===== src/design/armIsaPkg.sv =====
package armIsaPkg;

  typedef logic [31:0] wordT;   // Data word or byte address
  typedef logic [3:0]  regAddrT; // r0..r15

  // ALU operation, 2 bits
  typedef enum logic [1:0] {
    aluAdd = 2'b00,
    aluSub = 2'b01,
    aluAnd = 2'b10,
    aluOrr = 2'b11
  } aluCtrlT;

  // Immediate kinds of the reduced subset, both zero-extended
  typedef enum logic {
    immDp8   = 1'b0, // DP operand2 imm8, no rotate
    immMem12 = 1'b1  // LDR/STR positive offset
  } immSrcT;

  // op field, instr[27:26]
  localparam logic [1:0] opDp  = 2'b00;
  localparam logic [1:0] opMem = 2'b01;

  // cmd field of data processing, instr[24:21]
  localparam logic [3:0] cmdAnd = 4'b0000;
  localparam logic [3:0] cmdSub = 4'b0010;
  localparam logic [3:0] cmdAdd = 4'b0100;
  localparam logic [3:0] cmdOrr = 4'b1100;

  // Low bit of each instruction field
  localparam int instrOpLsb  = 26; // 2 bits
  localparam int instrIBit   = 25; // Immediate operand for DP
  localparam int instrCmdLsb = 21; // 4 bits
  localparam int instrLBit   = 20; // Load when set, memory ops only
  localparam int instrRnLsb  = 16;
  localparam int instrRdLsb  = 12;
  localparam int instrRmLsb  = 0;

endpackage


===== src/design/pipeCfgPkg.sv =====
package pipeCfgPkg;

  // Operand source for each ALU input, picked by the hazard unit
  typedef enum logic [1:0] {
    fwdReg     = 2'b00, // Value read in decode
    fwdResultW = 2'b01, // Writeback result
    fwdAluOutM = 2'b10  // ALU output sitting in the memory stage
  } fwdSelT;

  // First fetch address out of reset
  localparam armIsaPkg::wordT defaultResetPc = 32'h0000_0000;

endpackage


===== src/design/armPipeTop.sv =====
module armPipeTop #(
  parameter armIsaPkg::wordT resetPc = pipeCfgPkg::defaultResetPc
) (
  input  logic               clk,
  input  logic               rstN,
  input  armIsaPkg::wordT    instrF,
  input  armIsaPkg::wordT    readDataM,
  output armIsaPkg::wordT    pcF,
  output armIsaPkg::wordT    aluOutM,
  output armIsaPkg::wordT    writeDataM,
  output armIsaPkg::wordT    resultW,
  output logic               memWriteM,
  output logic               regWriteW,
  output armIsaPkg::regAddrT wa3W
);
  import armIsaPkg::*;
  import pipeCfgPkg::*;

  wordT    pcPlus4F;
  wordT    instrD;
  regAddrT ra1D;
  regAddrT ra2D;
  regAddrT ra1E;
  regAddrT ra2E;
  regAddrT wa3E;
  regAddrT wa3M;
  wordT    rd1E;
  wordT    rd2E;
  wordT    extImmE;
  aluCtrlT aluCtrlE;
  logic    aluSrcE;
  logic    regWriteE;
  logic    memWriteE;
  logic    memToRegE;
  logic    regWriteM;
  logic    memToRegM;
  fwdSelT  forwardA;
  fwdSelT  forwardB;
  logic    stallF;
  logic    stallD;
  logic    flushE;

  fetchStage #(
    .resetPc (resetPc)
  ) fetch0 (
    .clk      (clk),
    .rstN     (rstN),
    .stallF   (stallF),
    .stallD   (stallD),
    .instrF   (instrF),
    .pcF      (pcF),
    .pcPlus4F (pcPlus4F),
    .instrD   (instrD)
  );

  decodeStage decode0 (
    .clk       (clk),
    .rstN      (rstN),
    .flushE    (flushE),
    .instrD    (instrD),
    .pcPlus4F  (pcPlus4F),
    .regWriteW (regWriteW),
    .wa3W      (wa3W),
    .resultW   (resultW),
    .ra1D      (ra1D),
    .ra2D      (ra2D),
    .ra1E      (ra1E),
    .ra2E      (ra2E),
    .wa3E      (wa3E),
    .rd1E      (rd1E),
    .rd2E      (rd2E),
    .extImmE   (extImmE),
    .aluCtrlE  (aluCtrlE),
    .aluSrcE   (aluSrcE),
    .regWriteE (regWriteE),
    .memWriteE (memWriteE),
    .memToRegE (memToRegE)
  );

  executeStage execute0 (
    .clk        (clk),
    .rstN       (rstN),
    .rd1E       (rd1E),
    .rd2E       (rd2E),
    .extImmE    (extImmE),
    .wa3E       (wa3E),
    .aluCtrlE   (aluCtrlE),
    .aluSrcE    (aluSrcE),
    .regWriteE  (regWriteE),
    .memWriteE  (memWriteE),
    .memToRegE  (memToRegE),
    .forwardA   (forwardA),
    .forwardB   (forwardB),
    .resultW    (resultW),
    .aluOutM    (aluOutM),
    .writeDataM (writeDataM),
    .wa3M       (wa3M),
    .regWriteM  (regWriteM),
    .memWriteM  (memWriteM),
    .memToRegM  (memToRegM)
  );

  memWbStage memWb0 (
    .clk       (clk),
    .rstN      (rstN),
    .aluOutM   (aluOutM),
    .readDataM (readDataM),
    .wa3M      (wa3M),
    .regWriteM (regWriteM),
    .memToRegM (memToRegM),
    .regWriteW (regWriteW),
    .wa3W      (wa3W),
    .resultW   (resultW)
  );

  hazardUnit hazard0 (
    .ra1D      (ra1D),
    .ra2D      (ra2D),
    .ra1E      (ra1E),
    .ra2E      (ra2E),
    .wa3E      (wa3E),
    .wa3M      (wa3M),
    .wa3W      (wa3W),
    .memToRegE (memToRegE),
    .regWriteM (regWriteM),
    .regWriteW (regWriteW),
    .forwardA  (forwardA),
    .forwardB  (forwardB),
    .stallF    (stallF),
    .stallD    (stallD),
    .flushE    (flushE)
  );

endmodule


===== src/design/decodeStage.sv =====
module decodeStage (
  input  logic               clk,
  input  logic               rstN,
  input  logic               flushE,
  input  armIsaPkg::wordT    instrD,
  input  armIsaPkg::wordT    pcPlus4F,  // r15 value for this instruction
  input  logic               regWriteW,
  input  armIsaPkg::regAddrT wa3W,
  input  armIsaPkg::wordT    resultW,
  output armIsaPkg::regAddrT ra1D,
  output armIsaPkg::regAddrT ra2D,
  output armIsaPkg::regAddrT ra1E,
  output armIsaPkg::regAddrT ra2E,
  output armIsaPkg::regAddrT wa3E,
  output armIsaPkg::wordT    rd1E,
  output armIsaPkg::wordT    rd2E,
  output armIsaPkg::wordT    extImmE,
  output armIsaPkg::aluCtrlT aluCtrlE,
  output logic               aluSrcE,
  output logic               regWriteE,
  output logic               memWriteE,
  output logic               memToRegE
);
  import armIsaPkg::*;

  logic [1:0] op;
  logic [3:0] cmd;
  logic       immBit;
  logic       loadBit;
  logic       isNop;
  logic       isStore;
  regAddrT    wa3D;
  wordT       rd1D;
  wordT       rd2D;
  wordT       extImmD;
  aluCtrlT    aluCtrlD;
  immSrcT     immSrcD;
  logic       aluSrcD;
  logic       regWriteD;
  logic       memWriteD;
  logic       memToRegD;

  assign op      = instrD[instrOpLsb +: 2];
  assign cmd     = instrD[instrCmdLsb +: 4];
  assign immBit  = instrD[instrIBit];
  assign loadBit = instrD[instrLBit];
  assign isNop   = (instrD == '0); // andeq r0,r0,r0, the reset value of instrD
  assign isStore = (op == opMem) && !loadBit;

  // Source and destination indexes
  assign wa3D = instrD[instrRdLsb +: 4];
  assign ra1D = instrD[instrRnLsb +: 4]; // Rn, or the base for LDR/STR
  assign ra2D = isStore ? wa3D : instrD[instrRmLsb +: 4]; // STR reads its data from Rd

  // Control decoder, condition field ignored
  always_comb begin
    aluCtrlD  = aluAdd;
    aluSrcD   = 1'b0;
    immSrcD   = immDp8;
    regWriteD = 1'b0;
    memWriteD = 1'b0;
    memToRegD = 1'b0;
    if (!isNop) begin
      case (op)
        opDp: begin
          aluSrcD   = immBit;
          regWriteD = 1'b1;
          case (cmd)
            cmdAdd:  aluCtrlD = aluAdd;
            cmdSub:  aluCtrlD = aluSub;
            cmdAnd:  aluCtrlD = aluAnd;
            cmdOrr:  aluCtrlD = aluOrr;
            default: regWriteD = 1'b0; // Outside the subset, no effect
          endcase
        end
        opMem: begin
          aluSrcD   = 1'b1;     // Base + offset, always add
          immSrcD   = immMem12;
          regWriteD = loadBit;
          memToRegD = loadBit;
          memWriteD = !loadBit;
        end
        default: ; // Branches and the rest are not decoded
      endcase
    end
  end

  // Immediate extender
  always_comb begin
    case (immSrcD)
      immDp8:   extImmD = {24'b0, instrD[7:0]};
      immMem12: extImmD = {20'b0, instrD[11:0]};
    endcase
  end

  regFile rf0 (
    .clk (clk),
    .ra1 (ra1D),
    .ra2 (ra2D),
    .wa3 (wa3W),
    .we3 (regWriteW),
    .wd3 (resultW),
    .r15 (pcPlus4F),
    .rd1 (rd1D),
    .rd2 (rd2D)
  );

  // D/E control, a flush inserts a bubble
  always_ff @(posedge clk) begin
    if (!rstN || flushE) begin
      aluCtrlE  <= aluAdd;
      aluSrcE   <= 1'b0;
      regWriteE <= 1'b0;
      memWriteE <= 1'b0;
      memToRegE <= 1'b0;
    end else begin
      aluCtrlE  <= aluCtrlD;
      aluSrcE   <= aluSrcD;
      regWriteE <= regWriteD;
      memWriteE <= memWriteD;
      memToRegE <= memToRegD;
    end
  end

  // D/E payload
  always_ff @(posedge clk) begin
    rd1E    <= rd1D;
    rd2E    <= rd2D;
    extImmE <= extImmD;
    wa3E    <= wa3D;
    ra1E    <= ra1D; // Kept for the forwarding compare
    ra2E    <= ra2D;
  end

endmodule


===== src/design/executeStage.sv =====
module executeStage (
  input  logic               clk,
  input  logic               rstN,
  input  armIsaPkg::wordT    rd1E,
  input  armIsaPkg::wordT    rd2E,
  input  armIsaPkg::wordT    extImmE,
  input  armIsaPkg::regAddrT wa3E,
  input  armIsaPkg::aluCtrlT aluCtrlE,
  input  logic               aluSrcE,
  input  logic               regWriteE,
  input  logic               memWriteE,
  input  logic               memToRegE,
  input  pipeCfgPkg::fwdSelT forwardA,
  input  pipeCfgPkg::fwdSelT forwardB,
  input  armIsaPkg::wordT    resultW,
  output armIsaPkg::wordT    aluOutM,   // Data address for LDR/STR
  output armIsaPkg::wordT    writeDataM,
  output armIsaPkg::regAddrT wa3M,
  output logic               regWriteM,
  output logic               memWriteM,
  output logic               memToRegM
);
  import armIsaPkg::*;
  import pipeCfgPkg::*;

  wordT srcA;
  wordT srcB;
  wordT writeDataE; // Forwarded rd2, the store data
  wordT aluResultE;

  // Bypass mux shared by both operands
  function automatic wordT fwdMux(fwdSelT sel, wordT regVal, wordT wVal, wordT mVal);
    case (sel)
      fwdResultW: return wVal;
      fwdAluOutM: return mVal;
      default:    return regVal;
    endcase
  endfunction

  assign srcA       = fwdMux(forwardA, rd1E, resultW, aluOutM);
  assign writeDataE = fwdMux(forwardB, rd2E, resultW, aluOutM);
  assign srcB       = aluSrcE ? extImmE : writeDataE; // Immediate or register operand

  // ALU, no flags
  always_comb begin
    case (aluCtrlE)
      aluAdd: aluResultE = srcA + srcB;
      aluSub: aluResultE = srcA - srcB;
      aluAnd: aluResultE = srcA & srcB;
      aluOrr: aluResultE = srcA | srcB;
    endcase
  end

  // E/M control
  always_ff @(posedge clk) begin
    if (!rstN) begin
      regWriteM <= 1'b0;
      memWriteM <= 1'b0;
      memToRegM <= 1'b0;
    end else begin
      regWriteM <= regWriteE;
      memWriteM <= memWriteE;
      memToRegM <= memToRegE;
    end
  end

  // E/M payload
  always_ff @(posedge clk) begin
    aluOutM    <= aluResultE;
    writeDataM <= writeDataE;
    wa3M       <= wa3E;
  end

endmodule


===== src/design/fetchStage.sv =====
module fetchStage #(
  parameter armIsaPkg::wordT resetPc = 32'h0000_0000
) (
  input  logic            clk,
  input  logic            rstN,
  input  logic            stallF,
  input  logic            stallD,
  input  armIsaPkg::wordT instrF,   // Returned by imem in the same cycle
  output armIsaPkg::wordT pcF,
  output armIsaPkg::wordT pcPlus4F, // Also PC+8 of the instruction in decode
  output armIsaPkg::wordT instrD
);

  // Sequential fetch only, nothing ever redirects the PC
  assign pcPlus4F = pcF + 32'd4;

  // Program counter
  always_ff @(posedge clk) begin
    if (!rstN) begin
      pcF <= resetPc;
    end else if (!stallF) begin
      pcF <= pcPlus4F;
    end
    // Stalled: refetch the same word next cycle
  end

  // F/D instruction register
  always_ff @(posedge clk) begin
    if (!rstN) begin
      instrD <= '0; // Decoded as a bubble
    end else if (!stallD) begin
      instrD <= instrF;
    end
  end

endmodule


===== src/design/hazardUnit.sv =====
module hazardUnit (
  input  armIsaPkg::regAddrT ra1D,
  input  armIsaPkg::regAddrT ra2D,
  input  armIsaPkg::regAddrT ra1E,
  input  armIsaPkg::regAddrT ra2E,
  input  armIsaPkg::regAddrT wa3E,
  input  armIsaPkg::regAddrT wa3M,
  input  armIsaPkg::regAddrT wa3W,
  input  logic               memToRegE, // LDR in execute
  input  logic               regWriteM,
  input  logic               regWriteW,
  output pipeCfgPkg::fwdSelT forwardA,
  output pipeCfgPkg::fwdSelT forwardB,
  output logic               stallF,
  output logic               stallD,
  output logic               flushE
);
  import pipeCfgPkg::*;

  logic match1EM;
  logic match1EW;
  logic match2EM;
  logic match2EW;
  logic match12DE;
  logic ldrStall;

  // Destination vs source compares
  assign match1EM  = (wa3M == ra1E);
  assign match1EW  = (wa3W == ra1E);
  assign match2EM  = (wa3M == ra2E);
  assign match2EW  = (wa3W == ra2E);
  assign match12DE = (wa3E == ra1D) || (wa3E == ra2D); // Either decode source

  // M has priority as it holds the younger value
  function automatic fwdSelT pickFwd(logic hitM, logic hitW);
    if (hitM) begin
      return fwdAluOutM;
    end else if (hitW) begin
      return fwdResultW;
    end
    return fwdReg;
  endfunction

  // Hits qualified by the write enable of their stage
  assign forwardA = pickFwd(match1EM && regWriteM, match1EW && regWriteW);
  assign forwardB = pickFwd(match2EM && regWriteM, match2EW && regWriteW);

  // Load data only exists in W so the user waits one cycle
  assign ldrStall = match12DE && memToRegE;

  assign stallF = ldrStall;
  assign stallD = ldrStall;
  assign flushE = ldrStall; // Bubble into E while D holds

endmodule


===== src/design/memWbStage.sv =====
module memWbStage (
  input  logic               clk,
  input  logic               rstN,
  input  armIsaPkg::wordT    aluOutM,
  input  armIsaPkg::wordT    readDataM, // Combinational from dmem
  input  armIsaPkg::regAddrT wa3M,
  input  logic               regWriteM,
  input  logic               memToRegM,
  output logic               regWriteW,
  output armIsaPkg::regAddrT wa3W,
  output armIsaPkg::wordT    resultW
);
  import armIsaPkg::*;

  logic memToRegW;
  wordT aluOutW;
  wordT readDataW;

  // M/W control
  always_ff @(posedge clk) begin
    if (!rstN) begin
      regWriteW <= 1'b0;
      memToRegW <= 1'b0;
    end else begin
      regWriteW <= regWriteM;
      memToRegW <= memToRegM;
    end
  end

  // M/W payload, load data captured here
  always_ff @(posedge clk) begin
    aluOutW   <= aluOutM;
    readDataW <= readDataM;
    wa3W      <= wa3M;
  end

  // Writeback result, also the W forwarding source
  assign resultW = memToRegW ? readDataW : aluOutW;

endmodule


===== src/design/regFile.sv =====
module regFile (
  input  logic               clk,
  input  armIsaPkg::regAddrT ra1,
  input  armIsaPkg::regAddrT ra2,
  input  armIsaPkg::regAddrT wa3,
  input  logic               we3,
  input  armIsaPkg::wordT    wd3,
  input  armIsaPkg::wordT    r15, // PC+8 of the reading instruction
  output armIsaPkg::wordT    rd1,
  output armIsaPkg::wordT    rd2
);
  import armIsaPkg::*;

  wordT rf [0:14]; // r0..r14 only, r15 lives in fetch

  logic writeOk;

  assign writeOk = we3 && (wa3 != 4'd15); // Writes to the PC are dropped

  always_ff @(posedge clk) begin
    if (writeOk) begin
      rf[wa3] <= wd3;
    end
  end

  // Write-through so W and D can share a cycle
  assign rd1 = (ra1 == 4'd15)             ? r15 :
               (writeOk && (wa3 == ra1))  ? wd3 :
                                            rf[ra1];

  assign rd2 = (ra2 == 4'd15)             ? r15 :
               (writeOk && (wa3 == ra2))  ? wd3 :
                                            rf[ra2];

endmodule


===== config.mk =====
export PLATFORM = sky130hd
export DESIGN_NAME = armPipeTop
export DESIGN_NICKNAME = d
export VERILOG_FILES = /design/src/design/armIsaPkg.sv /design/src/design/pipeCfgPkg.sv /design/src/design/armPipeTop.sv /design/src/design/decodeStage.sv /design/src/design/executeStage.sv /design/src/design/fetchStage.sv /design/src/design/hazardUnit.sv /design/src/design/memWbStage.sv /design/src/design/regFile.sv
export SDC_FILE = /design/constraint.sdc
export NUM_CORES = 1
export LEC_CHECK = 0
export CAP_MARGIN = 25
export CORE_MARGIN = 2
export CORE_UTILIZATION = 30
export DETAILED_ROUTE_END_ITERATION = 10
export DONT_BUFFER_PORTS = 1
export SYNTH_ARGS = -nofsm -noshare
export SYNTH_HDL_FRONTEND = slang
export SYNTH_HIERARCHICAL = 1
export SYNTH_SLANG_ARGS = --single-unit

===== constraint.sdc =====
create_clock -name clk -period 13.6 [get_ports clk]
set_input_delay 1.36 -clock clk [delete_from_list [all_inputs] [get_ports clk]]
set_output_delay 1.36 -clock clk [all_outputs]
set_load 0.005 [all_outputs]

[Word level (Yosys, flattened, before mapping)]
Memories as Yosys holds them, arrays and structs flattened. A register that Yosys moved wholly into a read port is not among the register bits.
Index checks and enable logic that the tools add are counted.
Widths: inputs -> output; s select.
Storage, ports and cells
  output and inout port bits: 134
  word-level logic and storage cells: 107
  memories kept: 1
  flip-flop bits (word level): 319
  bits in writable memories: 480
Operators by class
  muxes and demuxes: 31
  bitwise gates (word level): 5
  equality and inequality tests: 22
  $add $sub $neg: 3
  reduce and logical (&&, ||, !) cells: 21
Memory list
  decode0.rf0.rf: depth 15, width 32, rd ports 2, clocked after memory_dff 1, write ports 1, RTL line regFile.sv:14  | wordT rf [0:14];
Operator list (number)
  $mux 32: 6
  $pmux 32 s2: 3
  $pmux 32 s4: 1
  $add 32x3->32 const B: 1
  $add 32x32->32: 1
  $and 32x32->32: 1
  $eq 4x4->1: 8
  $logic_not 32->1: 1
  $or 32x32->32: 1
  $sub 32x32->32: 1
  $eq 4x4->1 const B: 3
  $mux 2: 6
  $mux 4: 3
  $logic_and 1x1->1: 9
  $mux 1: 9
  $eq 2x1->1 const B: 4
  $eq 2x2->1 const B: 4
  $pmux 2 s3: 1
  $reduce_or 3->1: 2
  $eq 4x2->1 const B: 1
  $eq 4x3->1 const B: 1
  $logic_not 2->1: 2
  $logic_not 4->1: 1
  $ne 4x4->1 const B: 1
  other kinds (6): 11

[Depth between registers and ports, before layout]
  depth after elaboration: 10
  mapped depth: 29

[By module]
Netlist, hierarchy kept.
By module, submodules not included
  regFile: area each 23435.0 µm², times used 1, sequential area each 14413.8 µm², cells an instance 1473
  executeStage: area each 6393.6 µm², times used 1, sequential area each 1421.4 µm², cells an instance 843
  fetchStage: area each 3106.7 µm², times used 1, sequential area each 1241.2 µm², cells an instance 353
  decodeStage: area each 2347.3 µm², times used 1, sequential area each 1881.8 µm², cells an instance 157
  memWbStage: area each 1958.1 µm², times used 1, sequential area each 1401.3 µm², cells an instance 108
  hazardUnit: area each 322.8 µm², times used 1, sequential area each 0.0 µm², cells an instance 39

[Least setup slack after synthesis]
Ideal clock, no wire load.
  path kind: register to register
  from: register memWb0.wa3W[2]
  to: register execute0.aluOutM[25]
  data required time: 13.472 ns
  setup time: 0.128 ns
  stages on the path, launching flop included: 26
  arrival: 4.856 ns
  clock period less this slack: 4.984 ns
  path buffers: 2
  path slack: 8.616 ns
  cells stage by stage: dfxtp_1 xor2_1 nor3_1 nand3_1 nor2_1 inv_1 ha_1 clkbuf_1 a221oi_1 o22ai_1 o31ai_4 nand4b_2 nor4b_4 nor2_1 xnor2_1 ha_1 clkbuf_1 nand4_1 nor3_1 nor3_1 nand4_1 a41oi_1 o21ai_0 a31oi_1 xor2_1 o21ai_0
Between the ends
  longest elaborated chain between the ends: 10
  elaborated cells between the ends (all ways): 22
  classes of those cells: 2 x add/sub; 6 x eq/ne; 10 x mux; 2 x bitwise; 2 x reduce/logical
RTL lines
  start: declaration: RTL line memWbStage.sv:10  | output armIsaPkg::regAddrT wa3W,
  start signal: assignment: RTL line memWbStage.sv:34  | wa3W <= wa3M;
  $eq 4x4->1 *: RTL line hazardUnit.sv:31  | assign match2EW = (wa3W == ra2E);
  $logic_and 1x1->1 *: RTL line hazardUnit.sv:46  | assign forwardB = pickFwd(match2EM && regWriteM, match2EW && regWriteW);
  $mux 1 *: RTL line hazardUnit.sv:38  | end else if (hitW) begin
  $mux 1 *: RTL line hazardUnit.sv:36  | if (hitM) begin
  $mux 2 *: RTL line hazardUnit.sv:41  | return fwdReg;
  net forwardB[0]: RTL line armPipeTop.sv:38  | fwdSelT forwardB;
  $eq 2x2->1 / $eq 2x1->1 (equally long branches): RTL line executeStage.sv:33  | case (sel)
  $pmux 32 s2 *: RTL line executeStage.sv:33
  $mux 32 *: RTL line executeStage.sv:42  | assign srcB = aluSrcE ? extImmE : writeDataE;
  $sub 32x32->32 (tied with other cells): RTL line executeStage.sv:48  | aluSub: aluResultE = srcA - srcB;
  $pmux 32 s4 *: RTL line executeStage.sv:46  | case (aluCtrlE)
  net execute0.aluResultE[25]: RTL line executeStage.sv:29  | wordT aluResultE;
  end signal: assignment: RTL line executeStage.sv:69  | aluOutM <= aluResultE;
  end: declaration: RTL line executeStage.sv:16  | output armIsaPkg::wordT aluOutM,
The timed path passes the listed nets; every way through them passes the cells marked *.
A chain may end at the register's enable or synchronous reset.

[Final worst setup path]
  from: register memWb0.wa3W[0]
  to: register execute0.aluOutM[25]
Between the ends
  longest elaborated chain between the ends: 10
  elaborated cells between the ends (all ways): 22
  classes of those cells: 2 x add/sub; 6 x eq/ne; 10 x mux; 2 x bitwise; 2 x reduce/logical
RTL lines
  $eq 4x4->1 *: RTL line hazardUnit.sv:31
  $logic_and 1x1->1 *: RTL line hazardUnit.sv:46
  $mux 1 *: RTL line hazardUnit.sv:38
  $mux 1 *: RTL line hazardUnit.sv:36
  $mux 2 *: RTL line hazardUnit.sv:41
  net forwardB[0]: RTL line armPipeTop.sv:38
  $eq 2x2->1 / $eq 2x1->1 (equally long branches): RTL line executeStage.sv:33
  $pmux 32 s2 *: RTL line executeStage.sv:33
  net execute0.writeDataE[2]: RTL line executeStage.sv:28  | wordT writeDataE;
  $mux 32 *: RTL line executeStage.sv:42
  $sub 32x32->32 / $add 32x32->32 (equally long branches): RTL line executeStage.sv:48, executeStage.sv:47
  $pmux 32 s4 *: RTL line executeStage.sv:46
  net execute0.aluResultE[25]: RTL line executeStage.sv:29
Marked as above.

==> reports/metrics.cfg <==
[detailed_routing]
viasPerCell = 5.72
detail-route-antenna-nets = 0
wl_um = 130000
dr.pass1.iters = 6
drc = 0
wire_per_inst_um = 28.3
vias = 26349
routed.top_layer = met5
routed-wl-met3_um = 14600
drt_iter0_drc = 3341
met1_length_um = 51600
routed-wl-met2_um = 58800

[final_layout]
nets = 3009
layout_common_cells = edfxtp_1, dfxtp_1, nand2_1
drive_above_1_share = 0.180
final_cells = 4603
final_common_cell = edfxtp_1
area_growth_pct = 10.9

[synth]
synth-seq-cells = 777
syn_avg_cell_area_um2 = 12.6
synthFlopType = edfxtp_1
ys_types = 89
synth_top_area_share = 0.384
async_flop_share = 0
synth.area.top_cells = edfxtp_1, dfxtp_1, mux4_2
syn_inst = 2973
synth.cell_area_mm2 = 0.0376
synth_top_area_cell = edfxtp_1
synth_edf_count = 480
ys_warn_count = 6
yosysSeqAreaShare = 0.542

[cts]
cts_tree = yes
post-cts-setup-buffer-count = 0
cts_buffers = 81
clockBufferDepth = 3
clkSlewWorstSetupHoldPaths_ns = 0.07
cts-root-buf = clkbuf_16
ctsResizeCount = 0
htree_levels = 3
clk_latency_ns = 0.67
cts_hold_buf = 0
clock_sinks = 777

[worst_setup_path]
cp.required_ns = 14.12
crit_path_max_fanout = 65
end_kind = register
worstSetupStartpointType = register
cp.arrival_ns = 7.25
reg2reg_depth = 23
r2r_setup_slack_ns = 6.87
worstSetupPathType = register to register

[grt]
grt_pass1_wl_um = 183000
antenna_found_initial = 3
first_global_vias = 25176
overflow = 0
grt_max_degree = 75
grt_usage = 0.197

[pwr]
peakVddDrop_mv = 0.120
p_per_area_mw_per_mm2 = 161
leakage_nw = 13.7
finalPower_mw = 6.69

[run]
max_cap_violations = 0

[worst_hold_path]
hp-class = register to register
worstHoldPathCells = 0

[timing]
rsz0062_at_grt = no
fmax_ghz = 0.149
fin_tns_setup_ns = 0
fin_skew_ns = 0.0312
setup_viol = 0
worstMarginPinSlew_ns = 1.25
period_needed_ns = 6.73
finalCritPeriodShare = 0.495
slew_headroom = 0.160
hold_viol_final = 0
whs_ns = 0.375
drv_slew = 0

[floorplan]
floorplan.initialDensity = 0.303
die_width_um = 358
core.rowCount = 129
die_h_um = 358
die_area_mm2 = 0.128
coreArea_mm2 = 0.124
num_io_pins = 200

[placement]
dpl.cell_count = 4448
io_buffer_count = 0
place.gp.congestion = 0.911
dp_hpwl_um = 84300

[run_status]
status = completed

[cells in the mapped netlist (6+ instances only)]
| cell | instances |
|---|---|
| a211oi_1 | 25 |
| a21o_1 | 12 |
| a21oi_1 | 106 |
| a221o_1 | 25 |
| a221oi_1 | 14 |
| a22oi_1 | 70 |
| a31o_2 | 9 |
| a31oi_1 | 17 |
| and3_1 | 6 |
| buf_1 | 21 |
| buf_2 | 56 |
| buf_4 | 51 |
| buf_6 | 14 |
| clkbuf_1 | 89 |
| dfxtp_1 | 297 |
| edfxtp_1 | 480 |
| ha_1 | 46 |
| inv_1 | 37 |
| maj3_1 | 28 |
| mux2_2 | 88 |
| mux2_4 | 34 |
| mux2i_1 | 160 |
| mux4_2 | 143 |
| nand2_1 | 232 |
| nand2b_1 | 25 |
| nand3_1 | 29 |
| nand3b_1 | 10 |
| nand4_1 | 24 |
| nand4b_1 | 6 |
| nor2_1 | 154 |
| nor2b_1 | 25 |
| nor3_1 | 41 |
| nor3b_1 | 7 |
| nor4_1 | 41 |
| o211ai_1 | 7 |
| o21ai_0 | 174 |
| o221ai_1 | 34 |
| o22ai_1 | 67 |
| o31ai_1 | 30 |
| or2_2 | 17 |
| or4_1 | 6 |
| xnor2_1 | 73 |
| xor2_1 | 51 |
[final cells by class]
class / count / area [um2]
Clock inverter: 36 / 377
Multi-Input combinational cell: 1945 / 16000
Clock buffer: 113 / 2290
Sequential cell: 777 / 20400
Timing Repair Buffer: 54 / 425
Inverter: 37 / 139
Fill cell: 12238 / 82300
Tap cell: 1637 / 2050
Antenna cell: 4 / 10.0
[final timing paths]
check	startpoint	to
worst max-delay path	memWb0/wa3W[0]	execute0/aluOutM[25]
worst min-delay path	fetch0/instrD[6]	decode0/extImmE[6]
worst max register to register	memWb0/wa3W[0]	execute0/aluOutM[25]
worst min register to register	fetch0/instrD[6]	decode0/extImmE[6]
[state kept, by name, summed over array words and instances, names as in the netlist, 12 cells and up]
| name | count |
|---|---|
| memWb0/aluOutW | 32 |
| decode0/rf0/rf | 480 |
| fetch0/pcF | 30 |
| memWb0/readDataW | 32 |
| decode0/rd1E | 32 |
| fetch0/instrD | 32 |
| decode0/rd2E | 32 |
| execute0/aluOutM | 32 |
| decode0/extImmE | 12 |
| execute0/writeDataM | 32 |
[power breakdown]
part           internal, mW  leakage, nW  switching (mW)  total, mW
Combinational         0.408         5.57           0.949       1.36
Sequential             2.89         6.80           0.205       3.09
Clock                  1.27         1.31           0.971       2.24
[cell families after synthesis]
logic type,after synthesis,share of synthesized area
adders and majority gates,75,0.0233
other,2,0.000200
buffers and inverters,273,0.0387
muxes,425,0.168
and+or+nand+nor,663,0.0877
DFF,777,0.542
xor gates and xnor gates,124,0.0289
AOI/OAI and AO/OA,634,0.111
[stage by stage]
| stage | area [um2] | util | setup WS [ns] |
|---|---|---|---|
| floorplan | 37600 | - | 8.62 |
| global placement | 38900 | 0.314 | 7.07 |
| detailed placement | 39000 | 0.314 | 6.99 |
| CTS | 41600 | 0.336 | 6.97 |
| global route | 41700 | 0.336 | 6.21 |
| finish | 41700 | 0.336 | 6.87 |
[critical path, stage by stage, from the launching register on]
cell and delay [ns]:
dfxtp_1 0.71, xor2_1 0.13, nor3_1 0.19, nand3_1 0.10, nor2_1 0.25, inv_1 0.10
ha_2 0.32, buf_4 0.45, o21ai_0 0.33, o41ai_2 0.62, nand4b_2 0.25, nor4b_4 0.42
nor2_1 0.10, xnor2_1 0.16, ha_1 0.40, nand4_1 0.19, nor3_1 0.08, nor3_1 0.29
nand4_1 0.29, a41oi_1 0.57, o21ai_0 0.19, a31oi_1 0.21, xor2_1 0.16, o21ai_0 0.08
[layer usage]
layer,GRT usage,up-vias
met3,0.0534,262
met2,0.304,1520
li1,-,11237
met5,0,-
met1,0.263,13328
met4,0.0760,2
No activity file was read; power rests on OpenSTA's default activity.
